**config.mk**
```make
export PLATFORM = sky130hd
export DESIGN_NAME = mecobo
export DESIGN_NICKNAME = d
export VERILOG_FILES = /design/src/hw/mecobo_pkg.sv /design/src/hw/sync_fifo.sv /design/src/hw/host_port.sv /design/src/hw/scheduler.sv /design/src/hw/pin_control.sv /design/src/hw/sample_collector.sv /design/src/hw/mecobo.sv
export SDC_FILE = /design/constraint.sdc
export NUM_CORES = 2
export LEC_CHECK = 0
export BUFFER_PORTS_ARGS = -buffer_cell sky130_fd_sc_hd__buf_2
export CORE_ASPECT_RATIO = 1.25
export CORE_MARGIN = 5
export CORE_UTILIZATION = 35
export CTS_CLUSTER_DIAMETER = 200
export DETAILED_ROUTE_END_ITERATION = 10
export SETUP_SLACK_MARGIN = 0.02
export SLEW_MARGIN = 20
export SYNTH_ARGS = -nofsm -noshare
export SYNTH_HDL_FRONTEND = slang
export SYNTH_SLANG_ARGS = --single-unit
```
**constraint.sdc**
```tcl
create_clock -name sys_clk -period 11.7 [get_ports sys_clk]
set_input_delay 2.34 -clock sys_clk [delete_from_list [all_inputs] [get_ports sys_clk]]
set_output_delay 2.34 -clock sys_clk [all_outputs]
set_load 0.005 [all_outputs]
```
**src/hw/mecobo_pkg.sv**
```systemverilog
/*
 * Shared constants for the subsystem: sizes, host register map, pin modes
 * and the command data word with its two decodings.
 */
package mecobo_pkg;

    localparam int num_pins          = 8;
    localparam int cmd_fifo_depth    = 16;
    localparam int sample_fifo_depth = 32;
    localparam int cmd_width         = 80;

    // command bus address of the sample collector
    localparam logic [15:0] collector_addr = 16'h0040;

    // host register map
    localparam logic [7:0] reg_time_lo      = 8'd0;
    localparam logic [7:0] reg_time_hi      = 8'd1;
    localparam logic [7:0] reg_cmd_addr     = 8'd2;
    localparam logic [7:0] reg_data_lo      = 8'd3;
    localparam logic [7:0] reg_data_hi      = 8'd4;
    localparam logic [7:0] reg_push         = 8'd5;
    localparam logic [7:0] reg_control      = 8'd8;
    localparam logic [7:0] reg_sample       = 8'd9;
    localparam logic [7:0] reg_sample_count = 8'd10;
    localparam logic [7:0] reg_clock_lo     = 8'd12;
    localparam logic [7:0] reg_clock_hi     = 8'd13;

    localparam logic [1:0] mode_off    = 2'd0;
    localparam logic [1:0] mode_high   = 2'd1;
    localparam logic [1:0] mode_square = 2'd2;

    // one data word, read differently by pins and by the collector
    typedef union packed {
        struct packed {
            logic [13:0] reserved;
            logic [1:0]  mode;
            logic [15:0] half_period;
        } pin_cfg;
        struct packed {
            logic [7:0]  reserved;
            logic [7:0]  channel_mask;
            logic [15:0] interval;
        } collector_cfg;
    } cmd_data_u;

endpackage

```
**src/hw/sync_fifo.sv**
```systemverilog
/*
 * First-word-fall-through synchronous FIFO with valid/ready on both sides.
 * Used as the command FIFO and as the sample FIFO.
 */
`timescale 1ns/1ps

module sync_fifo #(
    parameter int WIDTH = 16,
    parameter int DEPTH = 16
) (
    input  logic                       sys_clk,
    input  logic                       core_reset,
    input  logic                       in_valid,
    output logic                       in_ready,
    input  logic [WIDTH-1:0]           in_data,
    output logic                       out_valid,
    input  logic                       out_ready,
    output logic [WIDTH-1:0]           out_data,
    output logic [$clog2(DEPTH+1)-1:0] count
);

    localparam int ptr_width = $clog2(DEPTH);

    logic [WIDTH-1:0]     mem [DEPTH];
    logic [ptr_width-1:0] wr_ptr;
    logic [ptr_width-1:0] rd_ptr;
    logic                 push;
    logic                 pop;

    assign in_ready  = (count != DEPTH);
    assign out_valid = (count != 0);
    assign push      = in_valid && in_ready;
    assign pop       = out_valid && out_ready;

    // head is visible without a read cycle
    assign out_data = mem[rd_ptr];

    always_ff @(posedge sys_clk) begin
        if (push) begin
            mem[wr_ptr] <= in_data;
        end
    end

    always_ff @(posedge sys_clk) begin
        if (core_reset) begin
            wr_ptr <= '0;
            rd_ptr <= '0;
            count  <= '0;
        end else begin
            if (push) begin
                wr_ptr <= wr_ptr + 1'b1;
            end
            if (pop) begin
                rd_ptr <= rd_ptr + 1'b1;
            end
            if (push && !pop) begin
                count <= count + 1'b1;
            end else if (pop && !push) begin
                count <= count - 1'b1;
            end
        end
    end

endmodule

```
**src/hw/host_port.sv**
```systemverilog
/*
 * Host register port. Stages time-stamped commands, owns the global clock
 * and its start/stop/soft-reset control, and serves status and sample reads.
 */
`timescale 1ns/1ps

module host_port (
    input  logic        sys_clk,
    input  logic        mecobo_reset,
    input  logic [7:0]  host_addr,
    input  logic [15:0] host_wdata,
    input  logic        host_wr,
    input  logic        host_rd,
    output logic [15:0] host_rdata,
    output logic        host_irq,
    output logic        cmd_push_valid,
    output logic [79:0] cmd_push_data,
    input  logic        cmd_push_ready,
    output logic [31:0] global_clock,
    output logic        clock_running,
    output logic        soft_reset,
    input  logic [15:0] sample_head,
    input  logic        sample_valid,
    input  logic [5:0]  sample_count,
    input  logic        overflow,
    output logic        sample_pop
);

    logic [15:0] time_lo;
    logic [15:0] time_hi;
    logic [15:0] cmd_addr;
    logic [15:0] data_lo;
    logic [15:0] data_hi;
    logic        ctrl_wr;

    // staging registers, pushed as one command word
    always_ff @(posedge sys_clk) begin
        if (host_wr) begin
            case (host_addr)
                mecobo_pkg::reg_time_lo:  time_lo  <= host_wdata;
                mecobo_pkg::reg_time_hi:  time_hi  <= host_wdata;
                mecobo_pkg::reg_cmd_addr: cmd_addr <= host_wdata;
                mecobo_pkg::reg_data_lo:  data_lo  <= host_wdata;
                mecobo_pkg::reg_data_hi:  data_hi  <= host_wdata;
                default: ;
            endcase
        end
    end

    // dropped by the FIFO when it is full
    assign cmd_push_valid = host_wr && (host_addr == mecobo_pkg::reg_push);
    assign cmd_push_data  = {time_hi, time_lo, cmd_addr, data_hi, data_lo};

    assign ctrl_wr = host_wr && (host_addr == mecobo_pkg::reg_control);

    always_ff @(posedge sys_clk) begin
        if (mecobo_reset) begin
            global_clock  <= '0;
            clock_running <= 1'b0;
            soft_reset    <= 1'b0;
        end else begin
            soft_reset <= ctrl_wr && host_wdata[2];
            if (ctrl_wr && host_wdata[2]) begin
                clock_running <= 1'b0;
                global_clock  <= '0;
            end else if (ctrl_wr && host_wdata[0]) begin
                // start restarts time from zero
                clock_running <= 1'b1;
                global_clock  <= '0;
            end else if (ctrl_wr && host_wdata[1]) begin
                clock_running <= 1'b0;
            end else if (clock_running) begin
                global_clock <= global_clock + 1'b1;
            end
        end
    end

    assign sample_pop = host_rd && (host_addr == mecobo_pkg::reg_sample) && sample_valid;
    assign host_irq   = sample_valid;

    // read data appears one cycle after host_rd
    always_ff @(posedge sys_clk) begin
        if (host_rd) begin
            case (host_addr)
                mecobo_pkg::reg_control:
                    host_rdata <= {12'd0, overflow, !sample_valid, !cmd_push_ready,
                                   clock_running};
                mecobo_pkg::reg_sample:       host_rdata <= sample_valid ? sample_head : 16'd0;
                mecobo_pkg::reg_sample_count: host_rdata <= {10'd0, sample_count};
                mecobo_pkg::reg_clock_lo:     host_rdata <= global_clock[15:0];
                mecobo_pkg::reg_clock_hi:     host_rdata <= global_clock[31:16];
                default:                      host_rdata <= 16'd0;
            endcase
        end
    end

endmodule

```
**src/hw/scheduler.sv**
```systemverilog
/*
 * Releases the head of the command FIFO onto the command bus once the
 * global clock has reached its time stamp. One command per cycle, in order.
 */
`timescale 1ns/1ps

module scheduler (
    input  logic                  sys_clk,
    input  logic                  core_reset,
    input  logic [31:0]           global_clock,
    input  logic                  clock_running,
    input  logic                  fifo_valid,
    input  logic [79:0]           fifo_data,
    output logic                  fifo_ready,
    output logic                  cmd_bus_en,
    output logic [15:0]           cmd_bus_addr,
    output mecobo_pkg::cmd_data_u cmd_bus_data
);

    logic [31:0] head_time;
    logic [15:0] head_addr;
    logic [31:0] head_data;
    logic        due;

    // command word is time, address, data from the top down
    assign head_time = fifo_data[79:48];
    assign head_addr = fifo_data[47:32];
    assign head_data = fifo_data[31:0];

    // a head that is not due holds back everything behind it
    assign due        = fifo_valid && clock_running && (head_time <= global_clock);
    assign fifo_ready = due;

    always_ff @(posedge sys_clk) begin
        if (core_reset) begin
            cmd_bus_en <= 1'b0;
        end else begin
            cmd_bus_en <= due;
        end
    end

    // bus payload only matters while the strobe is high
    always_ff @(posedge sys_clk) begin
        if (due) begin
            cmd_bus_addr <= head_addr;
            cmd_bus_data <= head_data;
        end
    end

endmodule

```
**src/hw/pin_control.sv**
```systemverilog
/*
 * One output pin controller. A command bus write to its own position sets
 * the mode (off, high, square) and the half period of the square wave.
 */
`timescale 1ns/1ps

module pin_control #(
    parameter int POSITION = 0
) (
    input  logic                  sys_clk,
    input  logic                  core_reset,
    input  logic                  cmd_bus_en,
    input  logic [15:0]           cmd_bus_addr,
    input  mecobo_pkg::cmd_data_u cmd_bus_data,
    output logic                  pin
);

    logic [1:0]  mode;
    logic [15:0] half_period;
    logic [15:0] tick;
    logic [15:0] limit;
    logic        wave;
    logic        cfg_hit;

    assign cfg_hit = cmd_bus_en && (cmd_bus_addr == 16'(POSITION));

    // zero half period behaves like one
    assign limit = (half_period == 16'd0) ? 16'd1 : half_period;

    always_ff @(posedge sys_clk) begin
        if (core_reset) begin
            mode        <= mecobo_pkg::mode_off;
            half_period <= '0;
            tick        <= '0;
            wave        <= 1'b0;
        end else if (cfg_hit) begin
            mode        <= cmd_bus_data.pin_cfg.mode;
            half_period <= cmd_bus_data.pin_cfg.half_period;
            tick        <= '0;
            wave        <= 1'b0;
        end else if (mode == mecobo_pkg::mode_square) begin
            if (tick == limit - 1'b1) begin
                tick <= '0;
                wave <= !wave;
            end else begin
                tick <= tick + 1'b1;
            end
        end
    end

    always_comb begin
        case (mode)
            mecobo_pkg::mode_high:   pin = 1'b1;
            mecobo_pkg::mode_square: pin = wave;
            // off and the unused code
            default:                 pin = 1'b0;
        endcase
    end

endmodule

```
**src/hw/sample_collector.sv**
```systemverilog
/*
 * Periodic pin sampler. Configured over the command bus with an interval
 * and a channel mask; samples wait in a FIFO until the host reads them.
 */
`timescale 1ns/1ps

module sample_collector (
    input  logic                  sys_clk,
    input  logic                  core_reset,
    input  logic                  cmd_bus_en,
    input  logic [15:0]           cmd_bus_addr,
    input  mecobo_pkg::cmd_data_u cmd_bus_data,
    input  logic                  clock_running,
    input  logic [7:0]            pins,
    output logic [15:0]           sample_head,
    output logic                  sample_valid,
    input  logic                  sample_pop,
    output logic [5:0]            sample_count,
    output logic                  overflow
);

    logic [15:0] interval;
    logic [7:0]  channel_mask;
    logic [15:0] tick;
    logic [7:0]  seq;
    logic        cfg_hit;
    logic        enabled;
    logic        fire;
    logic        fifo_ready;

    assign cfg_hit = cmd_bus_en && (cmd_bus_addr == mecobo_pkg::collector_addr);
    assign enabled = clock_running && (channel_mask != 8'd0) && (interval != 16'd0);
    assign fire    = enabled && !cfg_hit && (tick == interval - 1'b1);

    always_ff @(posedge sys_clk) begin
        if (core_reset) begin
            interval     <= '0;
            channel_mask <= '0;
            tick         <= '0;
            seq          <= '0;
            overflow     <= 1'b0;
        end else if (cfg_hit) begin
            interval     <= cmd_bus_data.collector_cfg.interval;
            channel_mask <= cmd_bus_data.collector_cfg.channel_mask;
            tick         <= '0;
            seq          <= '0;
        end else if (enabled) begin
            if (fire) begin
                tick <= '0;
                // sequence keeps counting through dropped samples
                seq  <= seq + 1'b1;
                if (!fifo_ready) begin
                    overflow <= 1'b1;
                end
            end else begin
                tick <= tick + 1'b1;
            end
        end
    end

    sync_fifo #(
        .WIDTH(16),
        .DEPTH(mecobo_pkg::sample_fifo_depth)
    ) sample_fifo_i (
        .sys_clk    (sys_clk),
        .core_reset (core_reset),
        .in_valid   (fire),
        .in_ready   (fifo_ready),
        .in_data    ({seq, pins & channel_mask}),
        .out_valid  (sample_valid),
        .out_ready  (sample_pop),
        .out_data   (sample_head),
        .count      (sample_count)
    );

endmodule

```
**src/hw/mecobo.sv**
```systemverilog
/*
 * Top level: host port, command FIFO, scheduler, eight pin controllers and
 * the sample collector on a shared command bus.
 */
`timescale 1ns/1ps

module mecobo (
    input  logic        sys_clk,
    input  logic        mecobo_reset,
    input  logic [7:0]  host_addr,
    input  logic [15:0] host_wdata,
    input  logic        host_wr,
    input  logic        host_rd,
    output logic [15:0] host_rdata,
    output logic        host_irq,
    output wire  [7:0]  pins
);

    logic                  core_reset;
    logic                  soft_reset;
    logic                  cmd_push_valid;
    logic                  cmd_push_ready;
    logic [79:0]           cmd_push_data;
    logic [31:0]           global_clock;
    logic                  clock_running;
    logic                  sched_valid;
    logic                  sched_ready;
    logic [79:0]           sched_data;
    logic                  cmd_bus_en;
    logic [15:0]           cmd_bus_addr;
    mecobo_pkg::cmd_data_u cmd_bus_data;
    logic [15:0]           sample_head;
    logic                  sample_valid;
    logic                  sample_pop;
    logic [5:0]            sample_count;
    logic                  overflow;

    // soft reset clears everything but the host port
    assign core_reset = mecobo_reset | soft_reset;

    host_port host_port_i (
        .sys_clk        (sys_clk),
        .mecobo_reset   (mecobo_reset),
        .host_addr      (host_addr),
        .host_wdata     (host_wdata),
        .host_wr        (host_wr),
        .host_rd        (host_rd),
        .host_rdata     (host_rdata),
        .host_irq       (host_irq),
        .cmd_push_valid (cmd_push_valid),
        .cmd_push_data  (cmd_push_data),
        .cmd_push_ready (cmd_push_ready),
        .global_clock   (global_clock),
        .clock_running  (clock_running),
        .soft_reset     (soft_reset),
        .sample_head    (sample_head),
        .sample_valid   (sample_valid),
        .sample_count   (sample_count),
        .overflow       (overflow),
        .sample_pop     (sample_pop)
    );

    sync_fifo #(
        .WIDTH(mecobo_pkg::cmd_width),
        .DEPTH(mecobo_pkg::cmd_fifo_depth)
    ) cmd_fifo_i (
        .sys_clk    (sys_clk),
        .core_reset (core_reset),
        .in_valid   (cmd_push_valid),
        .in_ready   (cmd_push_ready),
        .in_data    (cmd_push_data),
        .out_valid  (sched_valid),
        .out_ready  (sched_ready),
        .out_data   (sched_data),
        .count      ()
    );

    scheduler scheduler_i (
        .sys_clk       (sys_clk),
        .core_reset    (core_reset),
        .global_clock  (global_clock),
        .clock_running (clock_running),
        .fifo_valid    (sched_valid),
        .fifo_data     (sched_data),
        .fifo_ready    (sched_ready),
        .cmd_bus_en    (cmd_bus_en),
        .cmd_bus_addr  (cmd_bus_addr),
        .cmd_bus_data  (cmd_bus_data)
    );

    // pin i answers on command bus address i
    for (genvar i = 0; i < mecobo_pkg::num_pins; i++) begin : gen_pin
        pin_control #(.POSITION(i)) pin_control_i (
            .sys_clk      (sys_clk),
            .core_reset   (core_reset),
            .cmd_bus_en   (cmd_bus_en),
            .cmd_bus_addr (cmd_bus_addr),
            .cmd_bus_data (cmd_bus_data),
            .pin          (pins[i])
        );
    end

    sample_collector sample_collector_i (
        .sys_clk       (sys_clk),
        .core_reset    (core_reset),
        .cmd_bus_en    (cmd_bus_en),
        .cmd_bus_addr  (cmd_bus_addr),
        .cmd_bus_data  (cmd_bus_data),
        .clock_running (clock_running),
        .pins          (pins),
        .sample_head   (sample_head),
        .sample_valid  (sample_valid),
        .sample_pop    (sample_pop),
        .sample_count  (sample_count),
        .overflow      (overflow)
    );

endmodule

```
After elaboration in Yosys (flattened, before gate mapping)
Memories as Yosys holds them, arrays and structs flattened. A register that Yosys moved wholly into a read port is not among the register bits.
Index checks and enable logic that the tools add are counted.
{"block": "totals", "reg_bits": 529, "ramBits": 1792, "in_bits": 28, "out_inout_bits": 25, "wordCells": 266, "mem_count": 2}
{"name": "cmd_fifo_i.mem", "words": 16, "width": 80, "read_ports": 1, "rd_clocked_by_memory_dff": 1, "wr": 1, "line_no": "sync_fifo.sv:24", "source": "logic [WIDTH-1:0] mem [DEPTH];"}
{"name": "sample_collector_i.sample_fifo_i.mem", "words": 32, "width": 16, "read_ports": 1, "rd_clocked_by_memory_dff": 1, "wr": 1, "line_no": "sync_fifo.sv:24"}
{"block": "op_classes", "n_addsub": 28, "magnitude_cmp": 1, "n_eq_ne": 45, "muxes": 41, "bitwise_logic": 5, "n_reduce_logical": 89}
{"cell": "$mux 16", "n": 18}
{"cell": "$add 16x1->16 const B", "n": 9}
{"cell": "$eq 16x16->1", "n": 9}
{"cell": "$logic_not 16->1", "n": 9}
{"cell": "$sub 16x1->16 const B", "n": 9}
{"cell": "$pmux 16 s5", "n": 1}
{"cell": "$eq 16x3->1 const B", "n": 4}
{"cell": "$eq 8x4->1 const B", "n": 5}
{"cell": "$add 32x1->32 const B", "n": 1}
{"cell": "$eq 16x2->1 const B", "n": 2}
{"cell": "$le 32x32->1", "n": 1}
{"cell": "$logic_and 1x1->1", "n": 30}
{"cell": "$reduce_and 2->1", "n": 15}
{"cell": "$mux 5", "n": 4}
{"cell": "$reduce_or 2->1", "n": 10}
{"cell": "$eq 16x1->1 const B", "n": 1}
{"cell": "$eq 16x7->1 const B", "n": 1}
{"cell": "$eq 2x1->1 const B", "n": 8}
{"cell": "$eq 2x2->1 const B", "n": 8}
{"cell": "$eq 8x2->1 const B", "n": 2}
{"cell": "$eq 8x3->1 const B", "n": 2}
{"cell": "$pmux 1 s2", "n": 8}
{"cell": "$reduce_bool 16->1", "n": 1}
{"cell": "$add 5x1->5 const B", "n": 3}
{"cell": "other kinds (22)", "n": 48}

Logic depth before layout (Yosys ltp)
{"block": "depth", "ltp_word": 10, "depth_mapped": 21, "depth_no_buf": 19}

Hierarchy
From an unflattened synthesis, not the netlist that was laid out.
{"block": "hier_totals", "cells_unflattened": 6021, "area_unflattened_um2": 96704.0}
{"module": "sync_fifo at cmd_fifo_i", "instances": 1, "cells_each": 2062, "area_per_inst_um2": 48652.9, "seq_area_each_um2": 38777.2}
{"module": "sync_fifo at sample_collector_i.sample_fifo_i", "instances": 1, "cells_each": 1069, "area_per_inst_um2": 20647.3, "seq_area_each_um2": 15795.1}
{"module": "pin_control at gen_pin[1].pin_control_i ...", "instances": 3, "cells_each": 250, "area_per_inst_um2": 2153.3, "seq_area_each_um2": 700.7}
{"module": "host_port", "instances": 1, "cells_each": 388, "area_per_inst_um2": 5188.7, "seq_area_each_um2": 3563.4}
{"module": "pin_control at gen_pin[5].pin_control_i ...", "instances": 2, "cells_each": 250, "area_per_inst_um2": 2152.1, "seq_area_each_um2": 700.7}
{"module": "pin_control at gen_pin[0].pin_control_i ...", "instances": 2, "cells_each": 250, "area_per_inst_um2": 2149.6, "seq_area_each_um2": 700.7}
{"module": "sample_collector", "instances": 1, "cells_each": 333, "area_per_inst_um2": 2706.3, "seq_area_each_um2": 980.9}
{"module": "scheduler", "instances": 1, "cells_each": 168, "area_per_inst_um2": 2293.4, "seq_area_each_um2": 1461.4}
{"module": "pin_control at gen_pin[3].pin_control_i", "instances": 1, "cells_each": 250, "area_per_inst_um2": 2145.8, "seq_area_each_um2": 700.7}
{"module": "mecobo", "instances": 1, "cells_each": 1, "area_per_inst_um2": 6.3, "seq_area_each_um2": 0.0}

Worst setup path after synthesis
No wires, ideal clock.
{"block": "synth_timing", "kind": "input-to-reg", "startpoint": "input host_addr[5]", "endpoint": "memory cmd_fifo_i.mem[3][0] (netlist name), enable pin", "arrival_time_ns": 8.956, "required_ns": 11.109, "setup_slack_ns": 2.154, "cell_stages": 6, "cell_sequence": "nor4_1 and3b_1 nand2_1 nor3b_1 nand2_1 nor3_1"}
{"block": "synth_between", "elab_chain_cells": 5}
{"element": "from (decl)", "line_no": "mecobo.sv:10", "source": "input logic [7:0] host_addr,"}
{"element": "$eq 8x3->1", "line_no": "host_port.sv:51", "source": "assign cmd_push_valid = host_wr && (host_addr == mecobo_pkg::reg_push);"}
{"element": "$logic_and 1x1->1", "line_no": "host_port.sv:51"}
{"element": "$logic_and 1x1->1", "line_no": "sync_fifo.sv:32", "source": "assign push = in_valid && in_ready;"}
{"element": "net cmd_fifo_i.push", "line_no": "sync_fifo.sv:27", "source": "logic push;"}
{"element": "$mux 1", "line_no": "sync_fifo.sv:39", "source": "if (push) begin"}
{"element": "$mux 1 (not written as such)", "line_no": "sync_fifo.sv:40", "source": "mem[wr_ptr] <= in_data;"}
{"element": "to (decl)", "line_no": "sync_fifo.sv:24"}
The timed path passes the listed nets, and every way through them passes these cells.

==> run_results.csv <==
group,metric,value,unit
status,run_status,"complete, no violations",
clock_network,clock-root-buffer,"clkbuf_16",
timing,fin_crit_sh,59.1,%
clock_network,insertion_delay,0.85,ns
drt,via_per_inst,5.33,
worst_setup_path,required,12.47,ns
global_routing,grt_pass1_wl,320000,um
final_layout,layout-drive-gt1-share,18.6,%
power_and_ir_drop,pwr-share-seq,55.3,%
floorplan,io_pins,53,
yosys,synth_top_area_share,59.7,%
timing,rsz0062_at_grt,"no",
global_routing,antenna_found_initial,6,
flow_run,maxCapViolations,0,
yosys,ys_seq_elements,2194,
worst_setup_path,path_class,"reg -> reg",
drt,drc,0,
drt,routed_wirelength,213000,um
clock_network,cts_sinks,2194,
drt,dr.pass1.iters,6,
timing,min_period,6.91,ns
final_layout,mostFrequentLayoutCells,"edfxtp_1 (1792), mux4_2 (520), dfxtp_1 (389), nand2_1 (335), nor2_1 (322)",
yosys,syn_nets,5609,
yosys,synth_cell_types,82,
yosys,netlist_instances,5491,
clock_network,cts.repair.resized,0,
yosys,seq_area_frac_synth,68.6,%
place,post-place-ws,4.67,ns
final_layout,area_delta_synth_final,12.2,%
final_layout,final_nets,5671,
clock_network,clock_path_buffers,4,
global_routing,grt_usage,15.6,%
worst_setup_path,worstPathMaxFanout,70,
drt,antenna_left,0,
clock_network,post_cts_buffers,0,
power_and_ir_drop,ir_worst_vdd,0.114,mV
worst_setup_path,start_kind,"register",
power_and_ir_drop,p_total,15.1,mW
worst_setup_path,r2r_cells,19,
global_routing,grt_pass1_vias,49200,
timing,worst_pin_slew,1.19,ns
floorplan,dieArea,0.268,mm^2
worst_setup_path,cp.arrival,7.68,ns
power_and_ir_drop,cellInternalPower,12.2,mW
power_and_ir_drop,clkPwrFrac,44.3,%
timing,slew_headroom,20.7,%
power_and_ir_drop,switchingPower,2.91,mW
place,place_inst,8704,
yosys,asyncSetResetFlopFracSynth,0,%
drt,first_iter_violations,4242,
clock_network,clk_pin_slew,0.06,ns
yosys,synthesis.area,0.0902,mm^2
final_layout,final_common_cell,"edfxtp_1",
clock_network,tritoncts,"built",
yosys,synth.largest_area_cell,"edfxtp_1",
floorplan,core-area,0.257,mm^2
floorplan,die_h,578,um
timing,maxSlewViolCount,0,
clock_network,htree_levels,4,
timing,max_freq,145,MHz
power_and_ir_drop,power.density,149,mW/mm^2
power_and_ir_drop,p_comb_share,0.4,%
global_routing,grt_max_degree,112,
worst_setup_path,end_kind,"register",
yosys,synth_edf_count,1792,
place,place_hpwl,129000,um
timing,setup_tns,0,ns
yosys,synth_area_leaders,"edfxtp_1 (60%), mux4_2 (13%), dfxtp_1 (8.9%)",
drt,wl_per_cell,23.5,um
yosys,synthFlopType,"edfxtp_1",
floorplan,die_x,464,um
clock_network,ctsHoldBuffers,0,
global_routing,grt_overflow,0,
clock_network,cts_buffers,207,
timing,clock_skew,0.0615,ns
drt,vias,48400,
timing,setup_viol,0,
timing,fin_ws,4.79,ns
worst_setup_path,ff2ff_setup_slack,4.79,ns
place,port_buffers,52,
floorplan,fp-row-count,208,
yosys,syn_avg_cell_area,16.4,um^2
worst_hold_path,min_delay_path_depth,2,
power_and_ir_drop,swShare,19.3,%
floorplan,start_util,35.1,%
yosys,synth-warning-count,0,
place,gp_congestion,0.831,
timing,hold-worst-slack,0.476,ns
final_layout,final_cells,9084,
timing,hold_viol_final,0,
worst_hold_path,worstHoldStart,"cmd_fifo_i.rd_ptr[3]",
worst_hold_path,hold_path_class,"reg -> reg",
power_and_ir_drop,p_leak,31.8,nW
==> power groups by stage <==
| stage | Combinational, mW | Sequential (mW) | Clock, mW |
|---|---|---|---|
| 6_report | 0.0610 | 8.33 | 6.68 |
| 3_5_place_dp | 0.0633 | 8.50 | 0 |
| 5_1_grt | 0.0652 | 8.32 | 7.17 |
| 2_1_floorplan | 0.0254 | 8.50 | 0 |
| 4_1_cts | 0.0634 | 8.33 | 6.85 |
| 3_3_place_gp | 0.0625 | 8.50 | 0 |
==> critical path: stages (launching register included) <==
cell      delay [ns]
dfxtp_4         0.83
buf_4           0.95
buf_4           0.70
mux4_2          0.41
mux4_2          0.52
ha_1            0.33
and4_1          0.17
nand2_1         0.10
nor2_1          0.22
nand4b_1        0.22
o311ai_0        0.26
nand2_1         0.39
ha_1            0.33
inv_1           0.15
ha_1            0.29
a21o_1          0.19
a21oi_1         0.19
xnor2_1         0.09
or3_1           0.30
a21oi_1         0.13
==> logic make-up (layout without fill, tap and decap cells) <==
kind of cell    Yosys count  after routing  share of synthesized area [%]
fa+ha+maj                90             90                           1.27
compound gates          401            401                           2.79
xor+xnor                336            336                           3.30
mux                     657            657                           14.5
buf+inv                 410            639                           1.76
flops                  2194           2194                           68.6
simple gates           1403           1403                           7.78
other cells               0              4                              0
==> flip-flops by register name (all words and copies together), names as in the netlist, 24 cells and up, named ones only <==
register	count
cmd_fifo_i.mem	1152
gen_pin.pin_control_i.half_period	128
gen_pin.pin_control_i.tick	128
sample_collector_i.sample_fifo_i.mem	512
host_port_i.global_clock	32
scheduler_i.cmd_bus_data	24
==> routing by layer <==
metal  track usage (%)  share of wire (%)  vias up
met5                 0             0.0042        -
met3              1.88                4.3      325
met2              28.5                 53     1131
li1                  -                  -    21600
met1              19.7                 41    25300
met4              4.10                2.5        2
==> through the flow <==
| stage | area, um^2 | util [%] |
|---|---|---|
| floorplan | 90200 | - |
| global placement | 94500 | 36.8 |
| detailed placement | 94500 | 36.8 |
| CTS | 101000 | 39.4 |
| global route | 101000 | 39.4 |
| finish | 101000 | 39.4 |
==> area by class of cell <==
type | count | area [um^2]
fillers | 23000 | 155000
flip-flops and latches | 2194 | 61900
multi-input cells | 2887 | 27000
clock buffers | 252 | 5450
well taps | 3360 | 4200
clock inverters | 124 | 1210
repair buffers | 154 | 1050
inverters | 109 | 409
diodes | 4 | 10.0
==> Yosys cell counts (all sizes together), types with 10 or more instances <==
cell and instances:
a21oi 176, a31oi 16, and2 21, and3 65
and4 12, buf 66, clkbuf 235, dfxtp 402
edfxtp 1792, ha 88, inv 109, mux2 10
mux2i 127, mux4 520, nand2 335, nand2b 26
nand3 90, nand3b 17, nand4 79, nor2 339
nor2b 21, nor3 194, nor3b 26, nor4 64
o211ai 18, o21ai 55, o22ai 12, o31ai 23
or3 24, or4 45, xnor2 188, xor2 146
==> final timing paths <==
path,endpoint
worst max-delay path,cmd_fifo_i.count[4]
worst min-delay path,register
worst min register to register,register
worst max register to register,cmd_fifo_i.count[4]
Note: power is estimated with default switching activity, not from simulation.
